### src/lsq_pkg.sv
/*
 * Shared widths and bus structs for the load/store queue.
 * Every unit and the top level pull these in with a wildcard import.
 */

package lsq_pkg;

	// ***********************************************************************
	// widths
	// ***********************************************************************
	localparam int ADDR_W    = 32;
	localparam int DATA_W    = 64;
	localparam int ROB_IDX_W = 6;
	localparam int PRF_TAG_W = 6;

	typedef logic [ADDR_W-1:0]    addr_t;
	typedef logic [DATA_W-1:0]    data_t;
	typedef logic [ROB_IDX_W-1:0] rob_idx_t;
	typedef logic [PRF_TAG_W-1:0] prf_tag_t;

	// ***********************************************************************
	// buses between the queue and the core / cache
	// ***********************************************************************

	// load in execute
	typedef struct packed {
		logic     vld;
		addr_t    addr;
		rob_idx_t rob_idx;
		prf_tag_t dest_tag;
	} ld_req_t;

	// store in execute, slot index travels beside it
	typedef struct packed {
		logic     vld;
		addr_t    addr;
		data_t    data;
		rob_idx_t rob_idx;
		prf_tag_t dest_tag;
	} st_exec_t;

	// retired store going to the data cache
	typedef struct packed {
		logic  en;
		addr_t addr;
		data_t data;
	} dc_st_t;

	// fill coming back from the miss-status unit
	typedef struct packed {
		logic  vld;
		addr_t addr;
		data_t data;
	} dc_fill_t;

	// load result to writeback
	typedef struct packed {
		logic     done;
		data_t    data;
		rob_idx_t rob_idx;
		prf_tag_t dest_tag;
	} ld_cmpl_t;

endpackage

### src/lsq_store_queue.sv
/*
 * Store queue. Allocates an entry at dispatch, captures address and data
 * when the store executes, and marks entries ready as the reorder buffer
 * retires them. Retired stores drain to the data cache in program order,
 * one per cache acknowledge. Entry contents are exported for the load
 * scan logic.
 */

`timescale 1ns/1ps

module lsq_store_queue
	import lsq_pkg::*;
#(
	parameter int SQ_ENTRIES = 8,
	parameter int SQ_IDX_W   = $clog2(SQ_ENTRIES)
) (
	input  logic                         clk,
	input  logic                         rst,
	input  logic                         dp_en_i,
	input  st_exec_t                     st_exec_i,
	input  logic [SQ_IDX_W-1:0]          st_idx_i,
	input  logic                         rob_st_retire_en_i,
	input  logic                         dc_st_ack_i,
	output addr_t [SQ_ENTRIES-1:0]       sq_addr_o,
	output data_t [SQ_ENTRIES-1:0]       sq_data_o,
	output logic  [SQ_ENTRIES-1:0]       sq_addr_vld_o,
	output logic  [SQ_IDX_W-1:0]         sq_head_o,
	output logic  [SQ_IDX_W:0]           sq_tail_o,
	output logic                         sq_full_o,
	output dc_st_t                       dc_st_o
);

	// pointers carry a wrap bit above the index
	logic [SQ_IDX_W:0]      head_q;
	logic [SQ_IDX_W:0]      rhead_q;
	logic [SQ_IDX_W:0]      tail_q;
	logic [SQ_IDX_W-1:0]    head;
	logic [SQ_IDX_W-1:0]    rhead;
	logic [SQ_IDX_W-1:0]    tail;

	addr_t [SQ_ENTRIES-1:0] st_addr_r;
	data_t [SQ_ENTRIES-1:0] st_data_r;
	logic  [SQ_ENTRIES-1:0] addr_vld_r;
	logic  [SQ_ENTRIES-1:0] addr_vld_nxt;
	logic  [SQ_ENTRIES-1:0] rtr_rdy_r;
	logic  [SQ_ENTRIES-1:0] rtr_rdy_nxt;

	logic                   drain_en;
	logic                   pop;

	assign head  = head_q[SQ_IDX_W-1:0];
	assign rhead = rhead_q[SQ_IDX_W-1:0];
	assign tail  = tail_q[SQ_IDX_W-1:0];

	// ***********************************************************************
	// drain to the data cache
	// ***********************************************************************

	// head is presented once its retire-ready bit is set
	assign drain_en = rtr_rdy_r[head];
	assign pop      = drain_en & dc_st_ack_i;

	assign dc_st_o.en   = drain_en;
	assign dc_st_o.addr = st_addr_r[head];
	assign dc_st_o.data = st_data_r[head];

	// ***********************************************************************
	// entry state
	// ***********************************************************************
	always_comb begin
		addr_vld_nxt = addr_vld_r;
		if (dp_en_i)
			addr_vld_nxt[tail] = 1'b0;
		if (st_exec_i.vld)
			addr_vld_nxt[st_idx_i] = 1'b1;
		if (pop)
			addr_vld_nxt[head] = 1'b0;
	end

	always_comb begin
		rtr_rdy_nxt = rtr_rdy_r;
		if (rob_st_retire_en_i)
			rtr_rdy_nxt[rhead] = 1'b1;
		if (pop)
			rtr_rdy_nxt[head] = 1'b0;
	end

	always_ff @(posedge clk) begin
		if (rst) begin
			head_q     <= '0;
			rhead_q    <= '0;
			tail_q     <= '0;
			addr_vld_r <= '0;
			rtr_rdy_r  <= '0;
		end else begin
			if (pop)
				head_q <= head_q + 1'b1;
			if (rob_st_retire_en_i)
				rhead_q <= rhead_q + 1'b1;
			if (dp_en_i)
				tail_q <= tail_q + 1'b1;
			addr_vld_r <= addr_vld_nxt;
			rtr_rdy_r  <= rtr_rdy_nxt;
		end
	end

	// payload written at execute
	always_ff @(posedge clk) begin
		if (st_exec_i.vld) begin
			st_addr_r[st_idx_i] <= st_exec_i.addr;
			st_data_r[st_idx_i] <= st_exec_i.data;
		end
	end

	// ***********************************************************************
	// outputs to the scan logic and dispatch
	// ***********************************************************************
	assign sq_addr_o     = st_addr_r;
	assign sq_data_o     = st_data_r;
	assign sq_addr_vld_o = addr_vld_r;
	assign sq_head_o     = head;
	assign sq_tail_o     = tail_q;

	// same slot, different lap
	assign sq_full_o = (head == tail) && (head_q[SQ_IDX_W] != tail_q[SQ_IDX_W]);

endmodule

### src/lsq_store_scan.sv
/*
 * Store scan. Holds back load issue until all stores older than the load
 * have a known address, and searches the older stores for the youngest
 * one whose address matches the load in execute. Purely combinational.
 */

`timescale 1ns/1ps

module lsq_store_scan
	import lsq_pkg::*;
#(
	parameter int SQ_ENTRIES = 8,
	parameter int SQ_IDX_W   = $clog2(SQ_ENTRIES)
) (
	input  addr_t [SQ_ENTRIES-1:0]       sq_addr_i,
	input  data_t [SQ_ENTRIES-1:0]       sq_data_i,
	input  logic  [SQ_ENTRIES-1:0]       sq_addr_vld_i,
	input  logic  [SQ_IDX_W-1:0]         sq_head_i,
	input  logic  [SQ_IDX_W-1:0]         sq_tail_i,
	input  logic                         sq_full_i,
	input  logic  [SQ_IDX_W-1:0]         rs_ld_position_i,
	input  logic  [SQ_IDX_W-1:0]         ex_ld_position_i,
	input  ld_req_t                      ld_req_i,
	input  logic                         lq_full_i,
	input  logic                         dc_mshr_stall_i,
	output logic                         ld_iss_en_o,
	output logic                         fwd_vld_o,
	output data_t                        fwd_data_o
);

	logic  iss_ok;
	logic  fwd_lo_vld;
	logic  fwd_hi_vld;
	data_t fwd_lo_data;
	data_t fwd_hi_data;

	// slot lies between head and the load position, i.e. holds an older store
	function automatic logic older(input logic [SQ_IDX_W-1:0] slot,
			input logic [SQ_IDX_W-1:0] pos);
		logic flat;
		flat = (pos >= sq_head_i) && (!sq_full_i || (pos != sq_tail_i));
		if (flat)
			return (slot >= sq_head_i) && (slot < pos);
		// range wraps past the last slot
		return (slot < pos) || (slot >= sq_head_i);
	endfunction

	// ***********************************************************************
	// issue gate
	// ***********************************************************************
	always_comb begin
		iss_ok = 1'b1;
		for (int i = 0; i < SQ_ENTRIES; i++) begin
			if (older(SQ_IDX_W'(i), rs_ld_position_i) && !sq_addr_vld_i[i])
				iss_ok = 1'b0;
		end
	end

	assign ld_iss_en_o = iss_ok && !lq_full_i && !dc_mshr_stall_i;

	// ***********************************************************************
	// forwarding
	// ***********************************************************************

	// slots below the load position are always younger than those above head
	always_comb begin
		fwd_lo_vld  = 1'b0;
		fwd_hi_vld  = 1'b0;
		fwd_lo_data = '0;
		fwd_hi_data = '0;
		for (int i = 0; i < SQ_ENTRIES; i++) begin
			if (ld_req_i.vld && sq_addr_vld_i[i] && (sq_addr_i[i] == ld_req_i.addr)
					&& older(SQ_IDX_W'(i), ex_ld_position_i)) begin
				if (SQ_IDX_W'(i) < ex_ld_position_i) begin
					fwd_lo_vld  = 1'b1;
					fwd_lo_data = sq_data_i[i];
				end else begin
					fwd_hi_vld  = 1'b1;
					fwd_hi_data = sq_data_i[i];
				end
			end
		end
	end

	assign fwd_vld_o  = fwd_lo_vld | fwd_hi_vld;
	assign fwd_data_o = fwd_lo_vld ? fwd_lo_data : fwd_hi_data;

endmodule

### src/lsq_miss_queue.sv
/*
 * Load completion and miss queue. A load that hits the cache or gets a
 * forwarded store value completes in the cycle it is presented. Misses
 * are queued, capture their fill data, and complete strictly in queue
 * order once the fill for their address has arrived.
 */

`timescale 1ns/1ps

module lsq_miss_queue
	import lsq_pkg::*;
#(
	parameter int LQ_ENTRIES = 4,
	parameter int LQ_IDX_W   = $clog2(LQ_ENTRIES)
) (
	input  logic     clk,
	input  logic     rst,
	input  ld_req_t  ld_req_i,
	input  logic     fwd_vld_i,
	input  data_t    fwd_data_i,
	input  logic     dc_hit_i,
	input  data_t    dc_data_i,
	input  dc_fill_t dc_fill_i,
	output logic     lq_full_o,
	output addr_t    dc_ld_addr_o,
	output logic     dc_ld_miss_o,
	output ld_cmpl_t ld_direct_o,
	output ld_cmpl_t ld_queued_o
);

	logic [LQ_IDX_W:0]         head_q;
	logic [LQ_IDX_W:0]         tail_q;
	logic [LQ_IDX_W-1:0]       head;
	logic [LQ_IDX_W-1:0]       tail;

	addr_t    [LQ_ENTRIES-1:0] lq_addr_r;
	data_t    [LQ_ENTRIES-1:0] lq_data_r;
	rob_idx_t [LQ_ENTRIES-1:0] lq_rob_idx_r;
	prf_tag_t [LQ_ENTRIES-1:0] lq_dest_tag_r;
	logic     [LQ_ENTRIES-1:0] lq_rdy_r;
	logic     [LQ_ENTRIES-1:0] lq_rdy_nxt;
	logic     [LQ_ENTRIES-1:0] fill_hit;

	logic                      lq_empty;
	logic                      ld_direct;
	logic                      ld_miss;
	logic                      head_cmpl;

	assign head = head_q[LQ_IDX_W-1:0];
	assign tail = tail_q[LQ_IDX_W-1:0];

	assign lq_empty  = (head_q == tail_q);
	assign lq_full_o = (head == tail) && (head_q[LQ_IDX_W] != tail_q[LQ_IDX_W]);

	// ***********************************************************************
	// direct completion
	// ***********************************************************************

	// a fill in the same cycle turns a hit into a miss
	assign ld_direct = ld_req_i.vld && (dc_hit_i || fwd_vld_i) && !dc_fill_i.vld;
	assign ld_miss   = ld_req_i.vld && !ld_direct;

	assign dc_ld_addr_o = ld_req_i.addr;
	assign dc_ld_miss_o = ld_miss;

	assign ld_direct_o.done     = ld_direct;
	assign ld_direct_o.data     = fwd_vld_i ? fwd_data_i : dc_data_i;
	assign ld_direct_o.rob_idx  = ld_req_i.rob_idx;
	assign ld_direct_o.dest_tag = ld_req_i.dest_tag;

	// ***********************************************************************
	// miss queue
	// ***********************************************************************

	// first fill for an entry's address; later fills leave it alone
	always_comb begin
		for (int k = 0; k < LQ_ENTRIES; k++)
			fill_hit[k] = dc_fill_i.vld && !lq_rdy_r[k] && (lq_addr_r[k] == dc_fill_i.addr);
	end

	always_comb begin
		lq_rdy_nxt = lq_rdy_r | fill_hit;
		// new entry starts not ready, also over a stale slot
		if (ld_miss)
			lq_rdy_nxt[tail] = 1'b0;
	end

	assign head_cmpl = !lq_empty && (lq_rdy_r[head] || fill_hit[head]);

	always_ff @(posedge clk) begin
		if (rst) begin
			head_q   <= '0;
			tail_q   <= '0;
			lq_rdy_r <= '0;
		end else begin
			if (head_cmpl)
				head_q <= head_q + 1'b1;
			if (ld_miss)
				tail_q <= tail_q + 1'b1;
			lq_rdy_r <= lq_rdy_nxt;
		end
	end

	always_ff @(posedge clk) begin
		if (ld_miss) begin
			lq_addr_r[tail]     <= ld_req_i.addr;
			lq_rob_idx_r[tail]  <= ld_req_i.rob_idx;
			lq_dest_tag_r[tail] <= ld_req_i.dest_tag;
		end
		for (int k = 0; k < LQ_ENTRIES; k++) begin
			if (fill_hit[k])
				lq_data_r[k] <= dc_fill_i.data;
		end
	end

	// head completes from the fill bus or from data captured earlier
	assign ld_queued_o.done     = head_cmpl;
	assign ld_queued_o.data     = lq_rdy_r[head] ? lq_data_r[head] : dc_fill_i.data;
	assign ld_queued_o.rob_idx  = lq_rob_idx_r[head];
	assign ld_queued_o.dest_tag = lq_dest_tag_r[head];

endmodule

### src/lsq_top.sv
/*
 * Load/store queue top level. Connects the store queue, the store scan
 * logic and the load miss queue, and sets the entry counts for all three.
 */

`timescale 1ns/1ps

module lsq_top
	import lsq_pkg::*;
#(
	parameter int SQ_ENTRIES = 8,
	parameter int LQ_ENTRIES = 4,
	parameter int SQ_IDX_W   = $clog2(SQ_ENTRIES)
) (
	input  logic                 clk,
	input  logic                 rst,
	input  logic                 dp_en_i,
	input  st_exec_t             st_exec_i,
	input  logic [SQ_IDX_W-1:0]  st_idx_i,
	input  ld_req_t              ld_req_i,
	input  logic [SQ_IDX_W-1:0]  rs_ld_position_i,
	input  logic [SQ_IDX_W-1:0]  ex_ld_position_i,
	input  logic                 rob_st_retire_en_i,
	input  logic                 dc_hit_i,
	input  data_t                dc_data_i,
	input  logic                 dc_st_ack_i,
	input  logic                 dc_mshr_stall_i,
	input  dc_fill_t             dc_fill_i,
	output logic [SQ_IDX_W:0]    sq_tail_o,
	output logic                 sq_full_o,
	output logic                 ld_iss_en_o,
	output addr_t                dc_ld_addr_o,
	output logic                 dc_ld_miss_o,
	output dc_st_t               dc_st_o,
	output ld_cmpl_t             ld_direct_o,
	output ld_cmpl_t             ld_queued_o
);

	addr_t [SQ_ENTRIES-1:0] sq_addr;
	data_t [SQ_ENTRIES-1:0] sq_data;
	logic  [SQ_ENTRIES-1:0] sq_addr_vld;
	logic  [SQ_IDX_W-1:0]   sq_head;
	logic  [SQ_IDX_W:0]     sq_tail;
	logic                   sq_full;
	logic                   fwd_vld;
	data_t                  fwd_data;
	logic                   lq_full;

	assign sq_tail_o = sq_tail;
	assign sq_full_o = sq_full;

	lsq_store_queue #(
		.SQ_ENTRIES(SQ_ENTRIES)
	) store_queue_i (
		.clk                (clk),
		.rst                (rst),
		.dp_en_i            (dp_en_i),
		.st_exec_i          (st_exec_i),
		.st_idx_i           (st_idx_i),
		.rob_st_retire_en_i (rob_st_retire_en_i),
		.dc_st_ack_i        (dc_st_ack_i),
		.sq_addr_o          (sq_addr),
		.sq_data_o          (sq_data),
		.sq_addr_vld_o      (sq_addr_vld),
		.sq_head_o          (sq_head),
		.sq_tail_o          (sq_tail),
		.sq_full_o          (sq_full),
		.dc_st_o            (dc_st_o)
	);

	// scan only needs the tail slot, the wrap bit is folded into sq_full
	lsq_store_scan #(
		.SQ_ENTRIES(SQ_ENTRIES)
	) store_scan_i (
		.sq_addr_i          (sq_addr),
		.sq_data_i          (sq_data),
		.sq_addr_vld_i      (sq_addr_vld),
		.sq_head_i          (sq_head),
		.sq_tail_i          (sq_tail[SQ_IDX_W-1:0]),
		.sq_full_i          (sq_full),
		.rs_ld_position_i   (rs_ld_position_i),
		.ex_ld_position_i   (ex_ld_position_i),
		.ld_req_i           (ld_req_i),
		.lq_full_i          (lq_full),
		.dc_mshr_stall_i    (dc_mshr_stall_i),
		.ld_iss_en_o        (ld_iss_en_o),
		.fwd_vld_o          (fwd_vld),
		.fwd_data_o         (fwd_data)
	);

	lsq_miss_queue #(
		.LQ_ENTRIES(LQ_ENTRIES)
	) miss_queue_i (
		.clk                (clk),
		.rst                (rst),
		.ld_req_i           (ld_req_i),
		.fwd_vld_i          (fwd_vld),
		.fwd_data_i         (fwd_data),
		.dc_hit_i           (dc_hit_i),
		.dc_data_i          (dc_data_i),
		.dc_fill_i          (dc_fill_i),
		.lq_full_o          (lq_full),
		.dc_ld_addr_o       (dc_ld_addr_o),
		.dc_ld_miss_o       (dc_ld_miss_o),
		.ld_direct_o        (ld_direct_o),
		.ld_queued_o        (ld_queued_o)
	);

endmodule

### config.mk
export PLATFORM = sky130hd
export DESIGN_NAME = lsq_top
export DESIGN_NICKNAME = d
export VERILOG_FILES = /design/src/lsq_pkg.sv /design/src/lsq_store_queue.sv /design/src/lsq_store_scan.sv /design/src/lsq_miss_queue.sv /design/src/lsq_top.sv
export SDC_FILE = /design/constraint.sdc
export NUM_CORES = 2
export LEC_CHECK = 0
export ABC_CLOCK_PERIOD_IN_PS = 10400
export BUFFER_PORTS_ARGS = -buffer_cell sky130_fd_sc_hd__buf_2
export CAP_MARGIN = 20
export CORE_MARGIN = 4
export CORE_UTILIZATION = 30
export DETAILED_ROUTE_END_ITERATION = 8
export GPL_TIMING_DRIVEN = 1
export SLEW_MARGIN = 0
export SYNTH_ARGS = -nofsm -noshare
export SYNTH_HDL_FRONTEND = slang
export SYNTH_SLANG_ARGS = --single-unit
### constraint.sdc
create_clock -name clk -period 10.4 [get_ports clk]
set_input_delay 0.52 -clock clk [delete_from_list [all_inputs] [get_ports clk]]
set_output_delay 0.52 -clock clk [all_outputs]
set_load 0.02 [all_outputs]
==> results.cfg <==
[power]
seqPwrFrac_pct = 47.6
ir_worst_vdd_uv = 157
p_leak_nw = 23.9
clock_power_share_pct = 40.5
switching_share_pct = 27.0
p_switching_mw = 3.24
combPwrFrac_pct = 11.9
pwr_density_cell_mw_per_mm2 = 163
p_int_mw = 8.73

[floorplanning]
core_area_sq_mm = 0.204
dieArea_sq_mm = 0.213
num_rows = 166
initial_core_util_pct = 30.2
ios = 621
die_h_um = 461
fp.dieW_um = 461

[synth]
synthArstFlopShare_pct = 0
ys_top_cells_by_area = edfxtp_1, xor2_1, mux4_2
synthCells = 4712
synth_ff_type = edfxtp_1
synth_seq_cells = 1237
synth_fp_nets = 5059
yosysSeqAreaShare_pct = 59.7
synth_cell_types = 92
yosys_warnings = 0
yosysTopAreaCellShare_pct = 58.5
yosysTopAreaCell = edfxtp_1
syn-cell-area_sq_mm = 0.0616
synth_enable_flop_cells = 1200
synth.avg_cell_area_sq_um = 13.1
yosysMostFrequentCell = edfxtp_1
ys_top_cells_by_count = edfxtp_1, xor2_1, clkbuf_1, nor3_1, nor2_1

[final_layout]
syn2layout_area_growth_pct = 19.5
nets = 5660
drive_gt1_share_pct = 24.0
layoutNonFillerInstCount = 8148

[sta]
finalHoldViolations = 0
fin_crit_sh_pct = 77.1
slew_headroom_pct = 18.2
fin_crit_ns = 8.02
maxSlewViolCount = 0
final.setup.tns_ns = 0
finClkSkew_ns = 0.0329
fmax_ghz = 0.125
worstMarginPinSlew_ns = 1.23
rsz0062_at_grt = no
setup_viol_count_final = 0

[setup_path]
end_kind = output pin
path_cells = buf_4 > and2_2 > buf_4 > a2111oi_4 > nand3_2 > or4_2 > buf_4 > nor2_4 > buf_4 > a2111oi_0 > o21ai_1 > buf_2
cp_common_cell = buf_4
required_ns = 9.88
reg2reg_slack_ns = 4.00
startpoint_type = flip-flop
crit_type = reg -> out
cp_slowest_cell = or4_2
worstPathMaxFanout = 82
max_stage_delay_ns = 1.13
cp.arrival_ns = 7.50

[status]
status = finished clean

[detailed_routing]
drt_iter0_markers = 8392
drt-met1-wl_um = 101000
drc = 0
drt-vias-per-instance = 6.16
drt-total-wl_um = 273000
routed.top_layer = met5
vias = 50200
ant_nets = 0
drt_pre_antenna_iters = 7
routed-wl-met2_um = 118000
wl_met3_um = 38400
wl_per_cell_um = 33.5

[global_route]
global_route.overflow_total = 0
grt_start_max_net_pins = 98
grt_antenna_before_repair = 64
grt_util_all_layers_pct = 24.5
grt_pass1_vias = 47900
grt_pass1_wl_um = 372000

[clock_tree]
cts_tree = done
insertion_delay_ns = 0.79
clock_path_buffers = 3
clockRootBuffer = clkbuf_16
clk_pin_slew_ns = 0.06
cts_sinks = 1237
cts_setup_buffers = 0
h-tree-depth = 4
numCtsBuffers = 139

[worst_hold_path]
hold_class = in -> reg

[placement]
numPlacedInstances = 7689
place_congestion = 0.958
hpwlAfterDp_um = 169000
port_buffers = 608

[job]
drv_cap = 0
[power groups by stage]
stage | Sequential [mW] | Clock, mW | Combinational (mW)
after global routing | 5.70 | 5.14 | 1.48
after detailed placement | 5.79 | 0 | 1.33
after CTS | 5.69 | 4.92 | 1.40
after global placement | 5.79 | 0 | 1.32
after floorplan | 5.77 | 0 | 0.655
final | 5.69 | 4.85 | 1.43
[logic make-up after synthesis]
logic type | count (synthesis) | share of synthesized area [%]
xor+xnor | 382 | 5.43
flops | 1237 | 59.7
fa+ha+maj | 23 | 0.439
simple gates | 1123 | 9.34
mux | 316 | 7.57
compound gates | 1083 | 13.6
buf+inv | 548 | 3.90
[layout by cell type, fill, tap and decap left out, types with 106 or more instances in the layout]
cell type	netlist	layout
o21ai_0	112	111
mux4_2	106	106
nor4_1	131	128
edfxtp_1	1200	1200
mux2_2	142	142
clkbuf_16	0	141
a221oi_1	180	180
buf_2	83	608
nor2_1	199	172
inv_1	110	108
nor3_1	217	210
xor2_1	332	332
a21oi_1	127	124
nand2_1	191	187
buf_4	57	113
nand3_1	118	118
dlygate4sd3_1	0	169
[final cells by class]
class / instances / area (sq um)
fillers: 19600 / 131000
flip-flops and latches: 1237 / 36800
multi-input cells: 2927 / 22800
repair buffers: 896 / 5680
clock buffers: 172 / 3650
well taps: 2688 / 3360
clock inverters: 77 / 776
inverters: 112 / 423
diodes: 39 / 97.6
[critical path, delay by kind of cell (launching register included)]
kind | cells | cell delay [ns]
buffers and inverters | 5 | 2.35
flip-flops | 1 | 0.39
AO/OA/AOI/OAI | 3 | 1.36
AND/OR/NAND/NOR | 4 | 2.35
[state kept, by name, indices dropped and copies added (netlist names), 8 cells and up]
signal and cells:
miss_queue_i.lq_addr_r 128, store_queue_i.sq_data_o 512, miss_queue_i.lq_dest_tag_r 24, store_queue_i.sq_addr_o 256, store_queue_i.sq_addr_vld_o 8, miss_queue_i.lq_data_r 256
store_queue_i.rtr_rdy_r 8, miss_queue_i.lq_rob_idx_r 24
[per-layer routing]
metal,vias up,global-route usage [%]
met5,-,0.115
met4,34,11.1
met3,920,8.36
met2,4385,37.2
met1,24800,31.6
li1,20100,-
[path summary, 6_finish.rpt]
check                                   startpoint                                      to  cells past startpoint
max           store_queue_i.head_q[2]$_SDFFE_PP0P_                         ld_direct_o[57]                     12
min                                  st_exec_i[96]  store_queue_i.sq_addr_o[116]$_DFFE_PP_                      1
max reg2reg   store_queue_i.head_q[2]$_SDFFE_PP0P_    miss_queue_i.lq_addr_r[72]$_DFFE_PP_                     14
min reg2reg  store_queue_i.rtr_rdy_r[6]$_SDFF_PP0_   store_queue_i.rtr_rdy_r[6]$_SDFF_PP0_                      2
[metrics by stage]
stage / worst slack (ns) / instance area, sq um / hold WS (ns) / util, % / power [mW]
6_report: 2.38 / 73600 / 0.0517 / 36.0 / 12.0
5_1_grt: 2.28 / 73600 / 0.0357 / 36.0 / 12.3
4_1_cts: 2.53 / 73500 / 0.00660 / 36.0 / 12.0
3_5_place_dp: 3.41 / 67400 / 0.461 / 33.0 / 7.12
3_3_place_gp: 3.46 / 67400 / 0.465 / 33.0 / 7.11
2_1_floorplan: 1.28 / 61600 / 0.431 / - / 6.43
[repair_timing]
| action | in CTS | in global routing |
|---|---|---|
| resized for setup | 0 | 0 |
| hold endpoints to repair | 1041 | 0 |
| hold buffers | 169 | 0 |
Note: power is estimated with default switching activity, not from simulation.
